File: config.mk
export PLATFORM = sky130hd
export DESIGN_NAME = data_mem_wrapper
export DESIGN_NICKNAME = d
export VERILOG_FILES = /design/src/design/core_access_pkg.sv /design/src/design/axi_lite_pkg.sv /design/src/design/mem_req_if.sv /design/src/design/store_aligner.sv /design/src/design/mem_req_fifo.sv /design/src/design/axi_lite_master.sv /design/src/design/data_mem_wrapper.sv
export SDC_FILE = /design/constraint.sdc
export NUM_CORES = 1
export LEC_CHECK = 0
export BUFFER_PORTS_ARGS = -buffer_cell sky130_fd_sc_hd__buf_2
export CORE_UTILIZATION = 58
export DETAILED_ROUTE_END_ITERATION = 8
export PLACE_DENSITY = 0.8
export SKIP_LAST_GASP = 1
export SLEW_MARGIN = 20
export SYNTH_ARGS = -nofsm -noshare
export SYNTH_HDL_FRONTEND = slang
export SYNTH_SLANG_ARGS = --single-unit
File: constraint.sdc
create_clock -name clk_i -period 14.7 [get_ports clk_i]
set_input_delay 2.94 -clock clk_i [delete_from_list [all_inputs] [get_ports clk_i]]
set_output_delay 2.94 -clock clk_i [all_outputs]
set_load 0.02 [all_outputs]
File: src/design/core_access_pkg.sv
`default_nettype none

package core_access_pkg;

  // byte address as issued by the core
  typedef logic [31:0] addr_t;

  // one bus word
  typedef logic [31:0] data_t;

  // one bit per byte lane
  typedef logic [3:0] strb_t;

  // load/store width
  typedef enum logic [1:0] {
    SIZE_BYTE = 2'b00,
    SIZE_HALF = 2'b01,
    SIZE_WORD = 2'b10
  } access_size_e;

  // queued request, write data already lane aligned
  typedef struct packed {
    logic         write;
    access_size_e size;
    // sign extend on load
    logic         sign;
    addr_t        addr;
    data_t        data;
    strb_t        strb;
  } mem_req_t;

endpackage

`default_nettype wire

File: src/design/axi_lite_pkg.sv
`default_nettype none

package axi_lite_pkg;

  // rresp / bresp encoding
  typedef enum logic [1:0] {
    OKAY   = 2'b00,
    EXOKAY = 2'b01,
    SLVERR = 2'b10,
    DECERR = 2'b11
  } axi_resp_e;

  // single outstanding transaction master
  typedef enum logic [2:0] {
    IDLE,
    READ_ADDR,
    READ_DATA,
    WRITE_REQ,
    WRITE_RESP
  } master_state_e;

endpackage

`default_nettype wire

File: src/design/mem_req_if.sv
`timescale 1ns/100ps
`default_nettype none

interface mem_req_if;
  import core_access_pkg::*;

  // push side: one-cycle strobe
  // pop side: head present, held as a level
  logic     valid;
  mem_req_t req;
  // sink removes the head
  logic     take;

  // aligner -> fifo, no back-pressure
  modport push_src (
    output valid,
    output req
  );
  modport push_dst (
    input valid,
    input req
  );

  // fifo -> master
  modport pop_src (
    output valid,
    output req,
    input  take
  );
  modport pop_dst (
    input  valid,
    input  req,
    output take
  );

endinterface

`default_nettype wire

File: src/design/store_aligner.sv
`timescale 1ns/100ps
`default_nettype none

module store_aligner (
  input  logic                          clk_i,
  input  logic                          arst_n_i,
  input  logic                          req_valid_i,
  input  logic                          req_write_i,
  input  core_access_pkg::access_size_e req_size_i,
  input  logic                          req_signed_i,
  input  core_access_pkg::addr_t        req_addr_i,
  input  core_access_pkg::data_t        req_wdata_i,
  mem_req_if.push_src                   push
);
  import core_access_pkg::*;

  logic [1:0]  offset;
  data_t       lane_pattern;
  logic [63:0] rotated;
  strb_t       size_mask;
  strb_t       strb;
  mem_req_t    req_d;
  mem_req_t    req_q;
  logic        valid_q;

  // byte position inside the word
  assign offset = req_addr_i[1:0];

  // low byte/half copied across the word, mask of lanes by size
  always_comb begin
    case (req_size_i)
      SIZE_BYTE: begin
        lane_pattern = {4{req_wdata_i[7:0]}};
        size_mask    = 4'b0001;
      end
      SIZE_HALF: begin
        lane_pattern = {2{req_wdata_i[15:0]}};
        size_mask    = 4'b0011;
      end
      default: begin
        lane_pattern = req_wdata_i;
        size_mask    = 4'b1111;
      end
    endcase
  end

  // rotate left by offset so the low part lands on the addressed lane
  assign rotated = {lane_pattern, lane_pattern} << {offset, 3'b000};

  // lanes past byte 3 fall off, no strobes on a load
  assign strb = req_write_i ? (size_mask << offset) : '0;

  always_comb begin
    req_d       = '0;
    req_d.write = req_write_i;
    req_d.size  = req_size_i;
    req_d.sign  = req_signed_i;
    // full address kept, master needs the offset for loads
    req_d.addr  = req_addr_i;
    req_d.data  = rotated[63:32];
    req_d.strb  = strb;
  end

  always_ff @(posedge clk_i or negedge arst_n_i) begin
    if (!arst_n_i) begin
      valid_q <= 1'b0;
    end else begin
      valid_q <= req_valid_i;
    end
  end

  always_ff @(posedge clk_i) begin
    if (req_valid_i) begin
      req_q <= req_d;
    end
  end

  assign push.valid = valid_q;
  assign push.req   = req_q;

endmodule

`default_nettype wire

File: src/design/mem_req_fifo.sv
`timescale 1ns/100ps
`default_nettype none

module mem_req_fifo #(
  parameter int unsigned FIFO_DEPTH = 4
) (
  input  logic        clk_i,
  input  logic        arst_n_i,
  mem_req_if.push_dst push,
  mem_req_if.pop_src  pop,
  output logic        busy_o
);
  import core_access_pkg::*;

  localparam int unsigned PTR_W = $clog2(FIFO_DEPTH);

  typedef logic [PTR_W-1:0] ptr_t;
  // one extra bit to tell full from empty
  typedef logic [PTR_W:0]   count_t;

  localparam count_t FULL_COUNT = count_t'(FIFO_DEPTH);
  // leaves room for the request still sitting in the aligner
  localparam count_t BUSY_COUNT = count_t'(FIFO_DEPTH - 1);

  mem_req_t mem_q [FIFO_DEPTH];
  ptr_t     wr_ptr_q;
  ptr_t     rd_ptr_q;
  count_t   count_q;
  count_t   count_d;
  logic     do_push;
  logic     do_pop;
  logic     busy_q;

  // a push into a full buffer is dropped
  assign do_push = push.valid && (count_q != FULL_COUNT);
  assign do_pop  = pop.take && (count_q != '0);

  always_comb begin
    case ({do_push, do_pop})
      2'b10:   count_d = count_q + 1'b1;
      2'b01:   count_d = count_q - 1'b1;
      default: count_d = count_q;
    endcase
  end

  always_ff @(posedge clk_i or negedge arst_n_i) begin
    if (!arst_n_i) begin
      wr_ptr_q <= '0;
      rd_ptr_q <= '0;
      count_q  <= '0;
      busy_q   <= 1'b0;
    end else begin
      // pointers wrap on their own, depth is a power of two
      if (do_push) begin
        wr_ptr_q <= wr_ptr_q + 1'b1;
      end
      if (do_pop) begin
        rd_ptr_q <= rd_ptr_q + 1'b1;
      end
      count_q <= count_d;
      // threshold on next count, so busy tracks the stored count
      busy_q  <= (count_d >= BUSY_COUNT);
    end
  end

  always_ff @(posedge clk_i) begin
    if (do_push) begin
      mem_q[wr_ptr_q] <= push.req;
    end
  end

  // head visible the cycle after its push
  assign pop.valid = (count_q != '0);
  assign pop.req   = mem_q[rd_ptr_q];
  assign busy_o    = busy_q;

endmodule

`default_nettype wire

File: src/design/axi_lite_master.sv
`timescale 1ns/100ps
`default_nettype none

module axi_lite_master (
  input  logic                      clk_i,
  input  logic                      arst_n_i,
  mem_req_if.pop_dst                pop,
  // read address
  output core_access_pkg::addr_t    axi_araddr_o,
  output logic                      axi_arvalid_o,
  input  logic                      axi_arready_i,
  // read data
  input  core_access_pkg::data_t    axi_rdata_i,
  input  axi_lite_pkg::axi_resp_e   axi_rresp_i,
  input  logic                      axi_rvalid_i,
  output logic                      axi_rready_o,
  // write address
  output core_access_pkg::addr_t    axi_awaddr_o,
  output logic                      axi_awvalid_o,
  input  logic                      axi_awready_i,
  // write data
  output core_access_pkg::data_t    axi_wdata_o,
  output core_access_pkg::strb_t    axi_wstrb_o,
  output logic                      axi_wvalid_o,
  input  logic                      axi_wready_i,
  // write response
  input  axi_lite_pkg::axi_resp_e   axi_bresp_i,
  input  logic                      axi_bvalid_i,
  output logic                      axi_bready_o,
  // core response
  output logic                      rsp_valid_o,
  output core_access_pkg::data_t    rsp_rdata_o,
  output logic                      rsp_err_o
);
  import core_access_pkg::*;
  import axi_lite_pkg::*;

  master_state_e state_q;
  master_state_e state_d;
  mem_req_t      req_q;
  logic          aw_done_q;
  logic          w_done_q;
  logic          aw_fire;
  logic          w_fire;
  logic          r_fire;
  logic          b_fire;
  logic          rsp_valid_q;
  data_t         rsp_rdata_q;
  logic          rsp_err_q;

  // move the addressed lanes down, then extend by size
  function automatic data_t format_load(data_t word, mem_req_t req);
    data_t shifted;
    shifted = word >> {req.addr[1:0], 3'b000};
    case (req.size)
      SIZE_BYTE: format_load = {{24{req.sign & shifted[7]}}, shifted[7:0]};
      SIZE_HALF: format_load = {{16{req.sign & shifted[15]}}, shifted[15:0]};
      default:   format_load = shifted;
    endcase
  endfunction

  function automatic logic resp_is_err(axi_resp_e resp);
    return (resp == SLVERR) || (resp == DECERR);
  endfunction

  // head taken only when idle
  assign pop.take = (state_q == IDLE) && pop.valid;

  assign aw_fire = axi_awvalid_o && axi_awready_i;
  assign w_fire  = axi_wvalid_o && axi_wready_i;
  assign r_fire  = axi_rvalid_i && axi_rready_o;
  assign b_fire  = axi_bvalid_i && axi_bready_o;

  always_comb begin
    state_d = state_q;
    case (state_q)
      IDLE: begin
        if (pop.valid) begin
          state_d = pop.req.write ? WRITE_REQ : READ_ADDR;
        end
      end
      READ_ADDR: begin
        if (axi_arready_i) begin
          state_d = READ_DATA;
        end
      end
      READ_DATA: begin
        if (r_fire) begin
          state_d = IDLE;
        end
      end
      WRITE_REQ: begin
        // aw and w may be accepted in either order
        if ((aw_done_q || aw_fire) && (w_done_q || w_fire)) begin
          state_d = WRITE_RESP;
        end
      end
      WRITE_RESP: begin
        if (b_fire) begin
          state_d = IDLE;
        end
      end
      default: state_d = IDLE;
    endcase
  end

  always_ff @(posedge clk_i or negedge arst_n_i) begin
    if (!arst_n_i) begin
      state_q     <= IDLE;
      aw_done_q   <= 1'b0;
      w_done_q    <= 1'b0;
      rsp_valid_q <= 1'b0;
    end else begin
      state_q <= state_d;
      // fresh acceptance flags for every request
      if (pop.take) begin
        aw_done_q <= 1'b0;
        w_done_q  <= 1'b0;
      end else begin
        if (aw_fire) begin
          aw_done_q <= 1'b1;
        end
        if (w_fire) begin
          w_done_q <= 1'b1;
        end
      end
      // pulse the cycle after the ending transfer
      rsp_valid_q <= r_fire || b_fire;
    end
  end

  always_ff @(posedge clk_i) begin
    if (pop.take) begin
      req_q <= pop.req;
    end
    if (r_fire) begin
      rsp_rdata_q <= format_load(axi_rdata_i, req_q);
      rsp_err_q   <= resp_is_err(axi_rresp_i);
    end else if (b_fire) begin
      rsp_rdata_q <= '0;
      rsp_err_q   <= resp_is_err(axi_bresp_i);
    end
  end

  // payload held from req_q, stable while valid is up
  assign axi_araddr_o  = req_q.addr;
  assign axi_arvalid_o = (state_q == READ_ADDR);
  assign axi_rready_o  = (state_q == READ_DATA);
  assign axi_awaddr_o  = req_q.addr;
  assign axi_awvalid_o = (state_q == WRITE_REQ) && !aw_done_q;
  assign axi_wdata_o   = req_q.data;
  assign axi_wstrb_o   = req_q.strb;
  assign axi_wvalid_o  = (state_q == WRITE_REQ) && !w_done_q;
  assign axi_bready_o  = (state_q == WRITE_RESP);

  assign rsp_valid_o = rsp_valid_q;
  assign rsp_rdata_o = rsp_rdata_q;
  assign rsp_err_o   = rsp_err_q;

endmodule

`default_nettype wire

File: src/design/data_mem_wrapper.sv
`timescale 1ns/100ps
`default_nettype none

module data_mem_wrapper #(
  parameter int unsigned FIFO_DEPTH = 4
) (
  input  logic                          clk_i,
  input  logic                          arst_n_i,
  // core request, one-cycle strobe
  input  logic                          req_valid_i,
  input  logic                          req_write_i,
  input  core_access_pkg::access_size_e req_size_i,
  input  logic                          req_signed_i,
  input  core_access_pkg::addr_t        req_addr_i,
  input  core_access_pkg::data_t        req_wdata_i,
  // core must hold off while high
  output logic                          busy_o,
  // core response
  output logic                          rsp_valid_o,
  output core_access_pkg::data_t        rsp_rdata_o,
  output logic                          rsp_err_o,
  // axi-lite master
  output core_access_pkg::addr_t        axi_araddr_o,
  output logic                          axi_arvalid_o,
  input  logic                          axi_arready_i,
  input  core_access_pkg::data_t        axi_rdata_i,
  input  axi_lite_pkg::axi_resp_e       axi_rresp_i,
  input  logic                          axi_rvalid_i,
  output logic                          axi_rready_o,
  output core_access_pkg::addr_t        axi_awaddr_o,
  output logic                          axi_awvalid_o,
  input  logic                          axi_awready_i,
  output core_access_pkg::data_t        axi_wdata_o,
  output core_access_pkg::strb_t        axi_wstrb_o,
  output logic                          axi_wvalid_o,
  input  logic                          axi_wready_i,
  input  axi_lite_pkg::axi_resp_e       axi_bresp_i,
  input  logic                          axi_bvalid_i,
  output logic                          axi_bready_o
);

  // aligner -> fifo
  mem_req_if push_if ();
  // fifo -> master
  mem_req_if pop_if ();

  store_aligner u_store_aligner (
    .clk_i        (clk_i),
    .arst_n_i     (arst_n_i),
    .req_valid_i  (req_valid_i),
    .req_write_i  (req_write_i),
    .req_size_i   (req_size_i),
    .req_signed_i (req_signed_i),
    .req_addr_i   (req_addr_i),
    .req_wdata_i  (req_wdata_i),
    .push         (push_if.push_src)
  );

  mem_req_fifo #(
    .FIFO_DEPTH (FIFO_DEPTH)
  ) u_mem_req_fifo (
    .clk_i    (clk_i),
    .arst_n_i (arst_n_i),
    .push     (push_if.push_dst),
    .pop      (pop_if.pop_src),
    .busy_o   (busy_o)
  );

  axi_lite_master u_axi_lite_master (
    .clk_i         (clk_i),
    .arst_n_i      (arst_n_i),
    .pop           (pop_if.pop_dst),
    .axi_araddr_o  (axi_araddr_o),
    .axi_arvalid_o (axi_arvalid_o),
    .axi_arready_i (axi_arready_i),
    .axi_rdata_i   (axi_rdata_i),
    .axi_rresp_i   (axi_rresp_i),
    .axi_rvalid_i  (axi_rvalid_i),
    .axi_rready_o  (axi_rready_o),
    .axi_awaddr_o  (axi_awaddr_o),
    .axi_awvalid_o (axi_awvalid_o),
    .axi_awready_i (axi_awready_i),
    .axi_wdata_o   (axi_wdata_o),
    .axi_wstrb_o   (axi_wstrb_o),
    .axi_wvalid_o  (axi_wvalid_o),
    .axi_wready_i  (axi_wready_i),
    .axi_bresp_i   (axi_bresp_i),
    .axi_bvalid_i  (axi_bvalid_i),
    .axi_bready_o  (axi_bready_o),
    .rsp_valid_o   (rsp_valid_o),
    .rsp_rdata_o   (rsp_rdata_o),
    .rsp_err_o     (rsp_err_o)
  );

endmodule

`default_nettype wire

==> results of run 1 <==
[critical path, cell delays in order (launching register included)]
cell     delay (ps)
dfrtp_1         500
nor3b_1         410
buf_2           250
[area by class of cell]
class	instances	area share, %
tap	442	2.55
timing repair buffer	262	6.21
clock inverter	28	1.43
sequential	479	66.1
clock buffer	57	5.89
multi-input combinational	367	17.6
inverter	12	0.208
[flip-flops by register name (all words and copies together) (netlist names), 3 cells and up]
signal and count:
u_store_aligner.push.req 72, u_axi_lite_master.rsp_rdata_o 32, u_axi_lite_master.axi_araddr_o 32, u_axi_lite_master.axi_wstrb_o 4
u_axi_lite_master.state_q 3, u_mem_req_fifo.count_q 3, u_axi_lite_master.axi_wdata_o 32, u_mem_req_fifo.mem_q 288
u_axi_lite_master.req_q 3
[kinds of logic after synthesis]
kind of cell               share of synthesized area (%)
xor gates and xnor gates                           0.275
and+or+nand+nor                                     3.51
adders and majority gates                          0.432
DFF                                                 74.8
muxes                                               11.8
buffers and inverters                               5.39
AOI/OAI and AO/OA                                   3.84
[path summary, 6_finish.rpt]
check	slack, ps	cells past startpoint	endpoint	from
max	10070	2	axi_bready_o	u_axi_lite_master.state_q[1]
min	500	0	u_mem_req_fifo.mem_q[0][36]	u_store_aligner.push.req[36]
max reg2reg	12050	4	u_axi_lite_master.rsp_rdata_o[27]	u_axi_lite_master.state_q[0]
min reg2reg	500	0	u_mem_req_fifo.mem_q[0][36]	u_store_aligner.push.req[36]
max in group asynchronous	12100	1	u_mem_req_fifo.rd_ptr_q[1]	arst_n_i
min in group asynchronous	2310	1	u_mem_req_fifo.rd_ptr_q[0]	arst_n_i
[per-layer routing]
layer,vias up,GRT usage [%]
met5,-,0
met2,343,38.7
li1,4194,-
met1,4691,26.6
met3,47,3.33
met4,0,5.43
[report_power, final]
group	switching [W]	total (W)	internal (W)
Combinational	0.000711	0.00116	0.000446
Clock	0.000485	0.00121	0.000725
Sequential	0.000178	0.00212	0.00194
Total	0.00137	0.00449	0.00312
[cell usage in the layout, fill, tap and decap left out, drive strengths merged, types with 9 or more instances in the layout]
master | netlist | final
clkinv | 0 | 18
and2 | 11 | 11
o21ai | 19 | 19
buf | 138 | 262
mux2i | 52 | 52
a21o | 17 | 17
clkbuf | 12 | 57
nor3 | 10 | 10
mux4 | 72 | 72
inv | 12 | 13
mux2 | 10 | 10
a21oi | 18 | 18
dfrtp | 15 | 15
edfxtp | 464 | 464
a211oi | 15 | 15
nand2b | 10 | 10
a31oi | 9 | 9
nor2b | 34 | 34
nor2 | 18 | 18
nand2 | 10 | 10
[through the flow]
stage               setup WS (ps)  area, um^2  hold slack, ps
floorplan                    8320       19100             459
global placement             9710       20100             467
CTS                         10070       21700             499
detailed placement           9670       20100             486
finish                      10070       21700             498
global route                 9970       21700             508
==> flow_metrics.env, run 1 <==
export IMPL_dp_hpwl_um=21300
export IMPL_fin_skew_ps=14.3
export IMPL_placed_cells=1562
export IMPL_synth_largest_area_cell="edfxtp_1"
export IMPL_multiInputGateArea_mm2=0.00381
export IMPL_wirelength_um=35400
export IMPL_async_reset_ff_share_pct=3.13
export IMPL_drt_pre_antenna_iters=5
export IMPL_grt_pass1_wl_um=53300
export IMPL_yosysSeqAreaShare_pct=74.8
export IMPL_postSynthCellCount=1008
export IMPL_met1Wirelength_um=13800
export IMPL_min_period_ps=4630
export IMPL_worstMarginPinSlew_ps=997
export IMPL_ctsHoldBuffers=0
export IMPL_place_port_buffers=249
export IMPL_chipHeight_um=184
export IMPL_antenna_found_initial=0
export IMPL_max_slew_margin_pct=33.5
export IMPL_vias_per_cell=5.63
export IMPL_synth_area_leaders="edfxtp_1 73%, mux4_2 8.5%, buf_4 4.0%"
export IMPL_grt_remaining_overflow=0
export IMPL_finalPower_w=0.00449
export IMPL_htreeDepth=2
export IMPL_max_freq_mhz=216
export IMPL_post_cts_buffers=0
export IMPL_grt_setup_unrepaired="false"
export IMPL_antenna_cells=0
export IMPL_clk_latency_ps=550
export IMPL_maxSlewViolCount=0
export IMPL_status="completed"
export IMPL_numCtsBuffers=47
export IMPL_wl_per_cell_um=21.5
export IMPL_yosys_most_used_dff="edfxtp_1"
export IMPL_start_util_pct=58.8
export IMPL_nets=1287
export IMPL_synthTopCellsByCount="464 x edfxtp_1, 102 x buf_4, 72 x mux4_2, 52 x mux2i_1, 34 x nor2b_1"
export IMPL_fp_coreArea_mm2=0.0325
export IMPL_drive_gt1_share_pct=35.4
export IMPL_crit_path_max_fanout=10
export IMPL_cts_resized=0
export IMPL_post_route_period_util_pct=31.5
export IMPL_synth_nets=1126
export IMPL_register_area_mm2=0.0143
export IMPL_cp_data_required_time_ps=11760
export IMPL_highest_layer="met4"
export IMPL_fin_setup_tns_ps=0
export IMPL_gp_congestion=0.816
export IMPL_syn_area_per_cell_um2=19.0
export IMPL_power_leakage_nw=7.81
export IMPL_clk_path_buf_depth=3
export IMPL_row_count=66
export IMPL_ys_warnings_count=0
export IMPL_maxCapViolations=0
export IMPL_fin_cells=1647
export IMPL_drc_errors=0
export IMPL_cts_root_buf="clkbuf_16"
export IMPL_hold_viol=0
export IMPL_powerDensity_mw_per_mm2=207
export IMPL_path_clk_slew_ps=60
export IMPL_drt_iter0_drc=674
export IMPL_grt_pass1_vias=9436
export IMPL_synth_top_area_share_pct=72.8
export IMPL_critPathKind="flip-flop to output port"
export IMPL_cts_tree="yes"
export IMPL_wl_met2_um=18900
export IMPL_synth_seq_cells=479
export IMPL_vias=9275
export IMPL_final_util_pct=66.6
export IMPL_grt_usage_pct=21.3
export IMPL_die_x_um=184
export IMPL_critical_path_arrival_ps=1690
export IMPL_synth_cell_type_count=48
export IMPL_hold_class="flip-flop to flip-flop"
export IMPL_clock_sinks=479
export IMPL_netlist_area_mm2=0.0191
export IMPL_ant_nets=0
export IMPL_synthToLayoutAreaGrowth_pct=13.2
export IMPL_critPathCaptureType="output port"
export IMPL_yosysMostFrequentCell="edfxtp_1"
export IMPL_startpoint_type="flip-flop"
export IMPL_ir_drop_uv=125
export IMPL_setup_viol=0
export IMPL_die_area_mm2=0.0337
export IMPL_ios=252
export IMPL_synth_edf_count=464
export IMPL_n_fill_cell=2217
export IMPL_wl_met3_um=2040
export IMPL_grt_max_degree=57
Power figures use the tool's default switching activity.
==> run 2, diff against run 1 <==
--- a/config.mk
+++ b/config.mk
@@ -5,10 +5,11 @@
 export SDC_FILE = /design/constraint.sdc
 export NUM_CORES = 1
 export LEC_CHECK = 0
+export ABC_AREA = 1
 export BUFFER_PORTS_ARGS = -buffer_cell sky130_fd_sc_hd__buf_2
-export CORE_UTILIZATION = 58
+export CORE_UTILIZATION = 52
 export DETAILED_ROUTE_END_ITERATION = 8
-export PLACE_DENSITY = 0.8
+export PLACE_DENSITY = 0.76
 export SKIP_LAST_GASP = 1
 export SLEW_MARGIN = 20
 export SYNTH_ARGS = -nofsm -noshare
==> constraint.sdc (replaced) <==
create_clock -name clk_i -period 3.8 [get_ports clk_i]
set_input_delay 0.76 -clock clk_i [delete_from_list [all_inputs] [get_ports clk_i]]
set_output_delay 0.76 -clock clk_i [all_outputs]
set_load 0.02 [all_outputs]
==> run 2 against run 1 <==
Synthesized cell count up 54%. Cell area up 1.9%. Worst setup slack worse by 8900 ps. Die area up 15%. Via count up 30%. Combinational power rose to 4.7 times the previous value. Clock-buffer cell count up 5. Clock power rose to 3.7 times the previous value. Flip-flop and latch count unchanged. Largest power group unchanged. Highest routed layer unchanged.
==> flow_metrics.env, run 2 <==
export IMPL_maxSlewViolCount=0
export IMPL_drive_gt1_share_pct=21.2
export IMPL_max_freq_mhz=383
export IMPL_r2r_slack_ps=1190
export IMPL_layout_common_cells="464 x edfxtp_1, 248 x buf_2, 238 x nand2_1"
export IMPL_crit_chain="inv_2, nand2_1, nand3_2, nand3_4, nand3_2, nand2_1, inv_1"
export IMPL_ir_drop_uv=544
export IMPL_ant_nets=0
export IMPL_critPathKind="flip-flop to flip-flop"
export IMPL_clk_path_buf_depth=3
export IMPL_largest_register="u_mem_req_fifo.mem_q"
export IMPL_cts_resized=0
export IMPL_start_util_pct=53.3
export IMPL_min_period_ps=2610
export IMPL_drc_errors=0
export IMPL_vias=12100
export IMPL_fin_cells=2217
export IMPL_die_area_mm2=0.0387
export IMPL_die_x_um=197
export IMPL_critical_path_arrival_ps=2920
export IMPL_synth_nets=1666
export IMPL_clock_power_share_pct=24.3
export IMPL_postSynthCellCount=1548
export IMPL_fin_setup_tns_ps=0
export IMPL_place_port_buffers=249
export IMPL_yosysSeqAreaShare_pct=72.7
export IMPL_synthTopCellsByCount="464 x edfxtp_1, 238 x nand2_1, 164 x nor2_1, 156 x o21ai_0, 104 x buf_4"
export IMPL_sw_frac_of_total_pct=35.8
export IMPL_synth_largest_area_cell="edfxtp_1"
export IMPL_synth_top_area_share_pct=70.7
export IMPL_post_cts_buffers=0
export IMPL_hold_viol=0
export IMPL_fin_skew_ps=16.4
export IMPL_fp_coreArea_mm2=0.0370
export IMPL_post_route_period_util_pct=68.7
export IMPL_r2r_end="u_axi_lite_master.rsp_rdata_o[18]"
export IMPL_chipHeight_um=197
export IMPL_grt_setup_unrepaired="false"
export IMPL_async_reset_ff_share_pct=3.13
export IMPL_setup_viol=0
export IMPL_status="completed"
export IMPL_yosys_most_used_dff="edfxtp_1"
export IMPL_grt_max_degree=79
export IMPL_grt_pass1_vias=11400
export IMPL_comb_power_share_pct=30.2
export IMPL_grt_pass1_wl_um=61900
export IMPL_synth_cell_type_count=38
export IMPL_synthToLayoutAreaGrowth_pct=12.1
export IMPL_drt_pre_antenna_iters=5
export IMPL_htreeDepth=2
export IMPL_placed_cells=2132
export IMPL_yosysMostFrequentCell="edfxtp_1"
export IMPL_powerDensity_mw_per_mm2=823
export IMPL_worstMarginPinSlew_ps=1030
export IMPL_ctsHoldBuffers=0
export IMPL_final_area_mm2=0.0221
export IMPL_syn_area_per_cell_um2=12.7
export IMPL_grt_usage_pct=20.9
export IMPL_clk_latency_ps=570
export IMPL_vias_per_cell=5.44
export IMPL_gp_congestion=0.858
export IMPL_place_area_mm2=0.0206
export IMPL_grt_remaining_overflow=0
export IMPL_synth_edf_count=464
export IMPL_dp_hpwl_um=23600
export IMPL_switching_power_w=0.00649
export IMPL_ios=252
export IMPL_critPathCaptureType="flip-flop"
export IMPL_netlist_area_mm2=0.0197
export IMPL_maxCapViolations=0
export IMPL_r2r_worst_path_cells=7
export IMPL_cts_tree="yes"
export IMPL_final_util_pct=59.7
export IMPL_largest_register_ffs=288
export IMPL_slowest_delay_ps=920
export IMPL_ys_warnings_count=0
export IMPL_numCtsBuffers=47
export IMPL_startpoint_type="flip-flop"
export IMPL_hold_class="primary input to asynchronous set/reset pin"
export IMPL_wirelength_um=40800
export IMPL_clock_sinks=479
export IMPL_cp_data_required_time_ps=4110
export IMPL_power_leakage_nw=8.44
export IMPL_wl_per_cell_um=18.4
export IMPL_max_slew_margin_pct=31.1
export IMPL_path_clk_slew_ps=60
export IMPL_crit_slowest_cell="edfxtp_1"
export IMPL_reg2reg_from="u_axi_lite_master.axi_araddr_o[0]"
export IMPL_sequentialPowerShare_pct=45.5
export IMPL_synth_area_leaders="edfxtp_1 71%, nand2_1 4.5%, o21ai_0 4.0%"
export IMPL_p_int_w=0.0117
export IMPL_final_common_cell="edfxtp_1"
export IMPL_cts_root_buf="clkbuf_16"
export IMPL_synth_seq_cells=479
export IMPL_crit_path_max_fanout=38
export IMPL_nets=1795
export IMPL_antenna_found_initial=1
export IMPL_drt_iter0_drc=1067
export IMPL_row_count=70
## run 2: cell types whose count changed after synthesis, moves of 54 or more
cell / previous run / this run
inv_1: 12 / 66
mux4_2: 72 / 0
nand2_1: 10 / 238
nand3_1: 1 / 86
nor2_1: 16 / 164
o21ai_0: 19 / 156
o22ai_1: 2 / 71
## run 2: cell type report
cell class / count / area, um^2
well taps: 504 / 631
fillers: 2843 / 14900
clock buffers: 62 / 1250
flip-flops and latches: 479 / 14300
multi-input cells: 812 / 3960
clock inverters: 22 / 216
repair buffers: 264 / 1430
inverters: 73 / 278
diodes: 1 / 2.50
## run 2: worst max path at each step
stage | start | slack, ps | end | cells past startpoint
2_1_floorplan | u_mem_req_fifo.count_q[0] | -370 | u_mem_req_fifo.mem_q[0][0] | 4
6_report | u_axi_lite_master.axi_araddr_o[0] | 1190 | u_axi_lite_master.rsp_rdata_o[18] | 7
3_5_place_dp | req_addr_i[1] | 740 | u_store_aligner.push.req[2] | 4
5_1_grt | u_axi_lite_master.axi_araddr_o[0] | 930 | u_axi_lite_master.rsp_rdata_o[18] | 7
3_3_place_gp | req_addr_i[1] | 820 | u_store_aligner.push.req[2] | 4
4_1_cts | u_axi_lite_master.axi_araddr_o[0] | 1230 | u_axi_lite_master.rsp_rdata_o[18] | 7
## run 2: logic make-up (layout without fill, tap and decap cells)
family / count (synthesis) / after routing / share of synthesized area [%]
buffers and inverters: 257 / 421 / 7.40
xor gates and xnor gates: 4 / 4 / 0.178
adders and majority gates: 6 / 6 / 0.419
AOI/OAI and AO/OA: 285 / 285 / 8.14
other: 0 / 1 / 0
DFF: 479 / 479 / 72.7
and+or+nand+nor: 517 / 517 / 11.2
## run 2: power by group through the flow
stage / clock network (W) / logic, W / registers (W)
2_1_floorplan: 0 / 0.00448 / 0.00824
3_3_place_gp: 0 / 0.00540 / 0.00832
3_5_place_dp: 0 / 0.00553 / 0.00837
4_1_cts: 0.00449 / 0.00555 / 0.00828
5_1_grt: 0.00470 / 0.00603 / 0.00840
6_report: 0.00442 / 0.00549 / 0.00826
## run 2: metal layers
layer / part of all wire (%) / vias up / track usage [%]
met3: 6.6 / 71 / 3.23
li1: - / 5674 / -
met1: 43 / 5859 / 28.5
met5: 0 / - / 0
met4: 2.7 / 0 / 7.78
met2: 48 / 448 / 34.2
## run 2: stage by stage
stage / setup WS, ps / total power, W / hold slack, ps
global route: 930 / 0.0191 / 116
detailed placement: 738 / 0.0139 / 480
global placement: 821 / 0.0137 / 465
CTS: 1230 / 0.0183 / 93.5
floorplan: -370 / 0.0127 / 459
finish: 1190 / 0.0182 / 111
## run 2: worst max-delay path, delay by kind of cell (launching register included)
family	cells	cell delay, ps
buf+inv	2	550
simple gates	5	880
flops	1	920
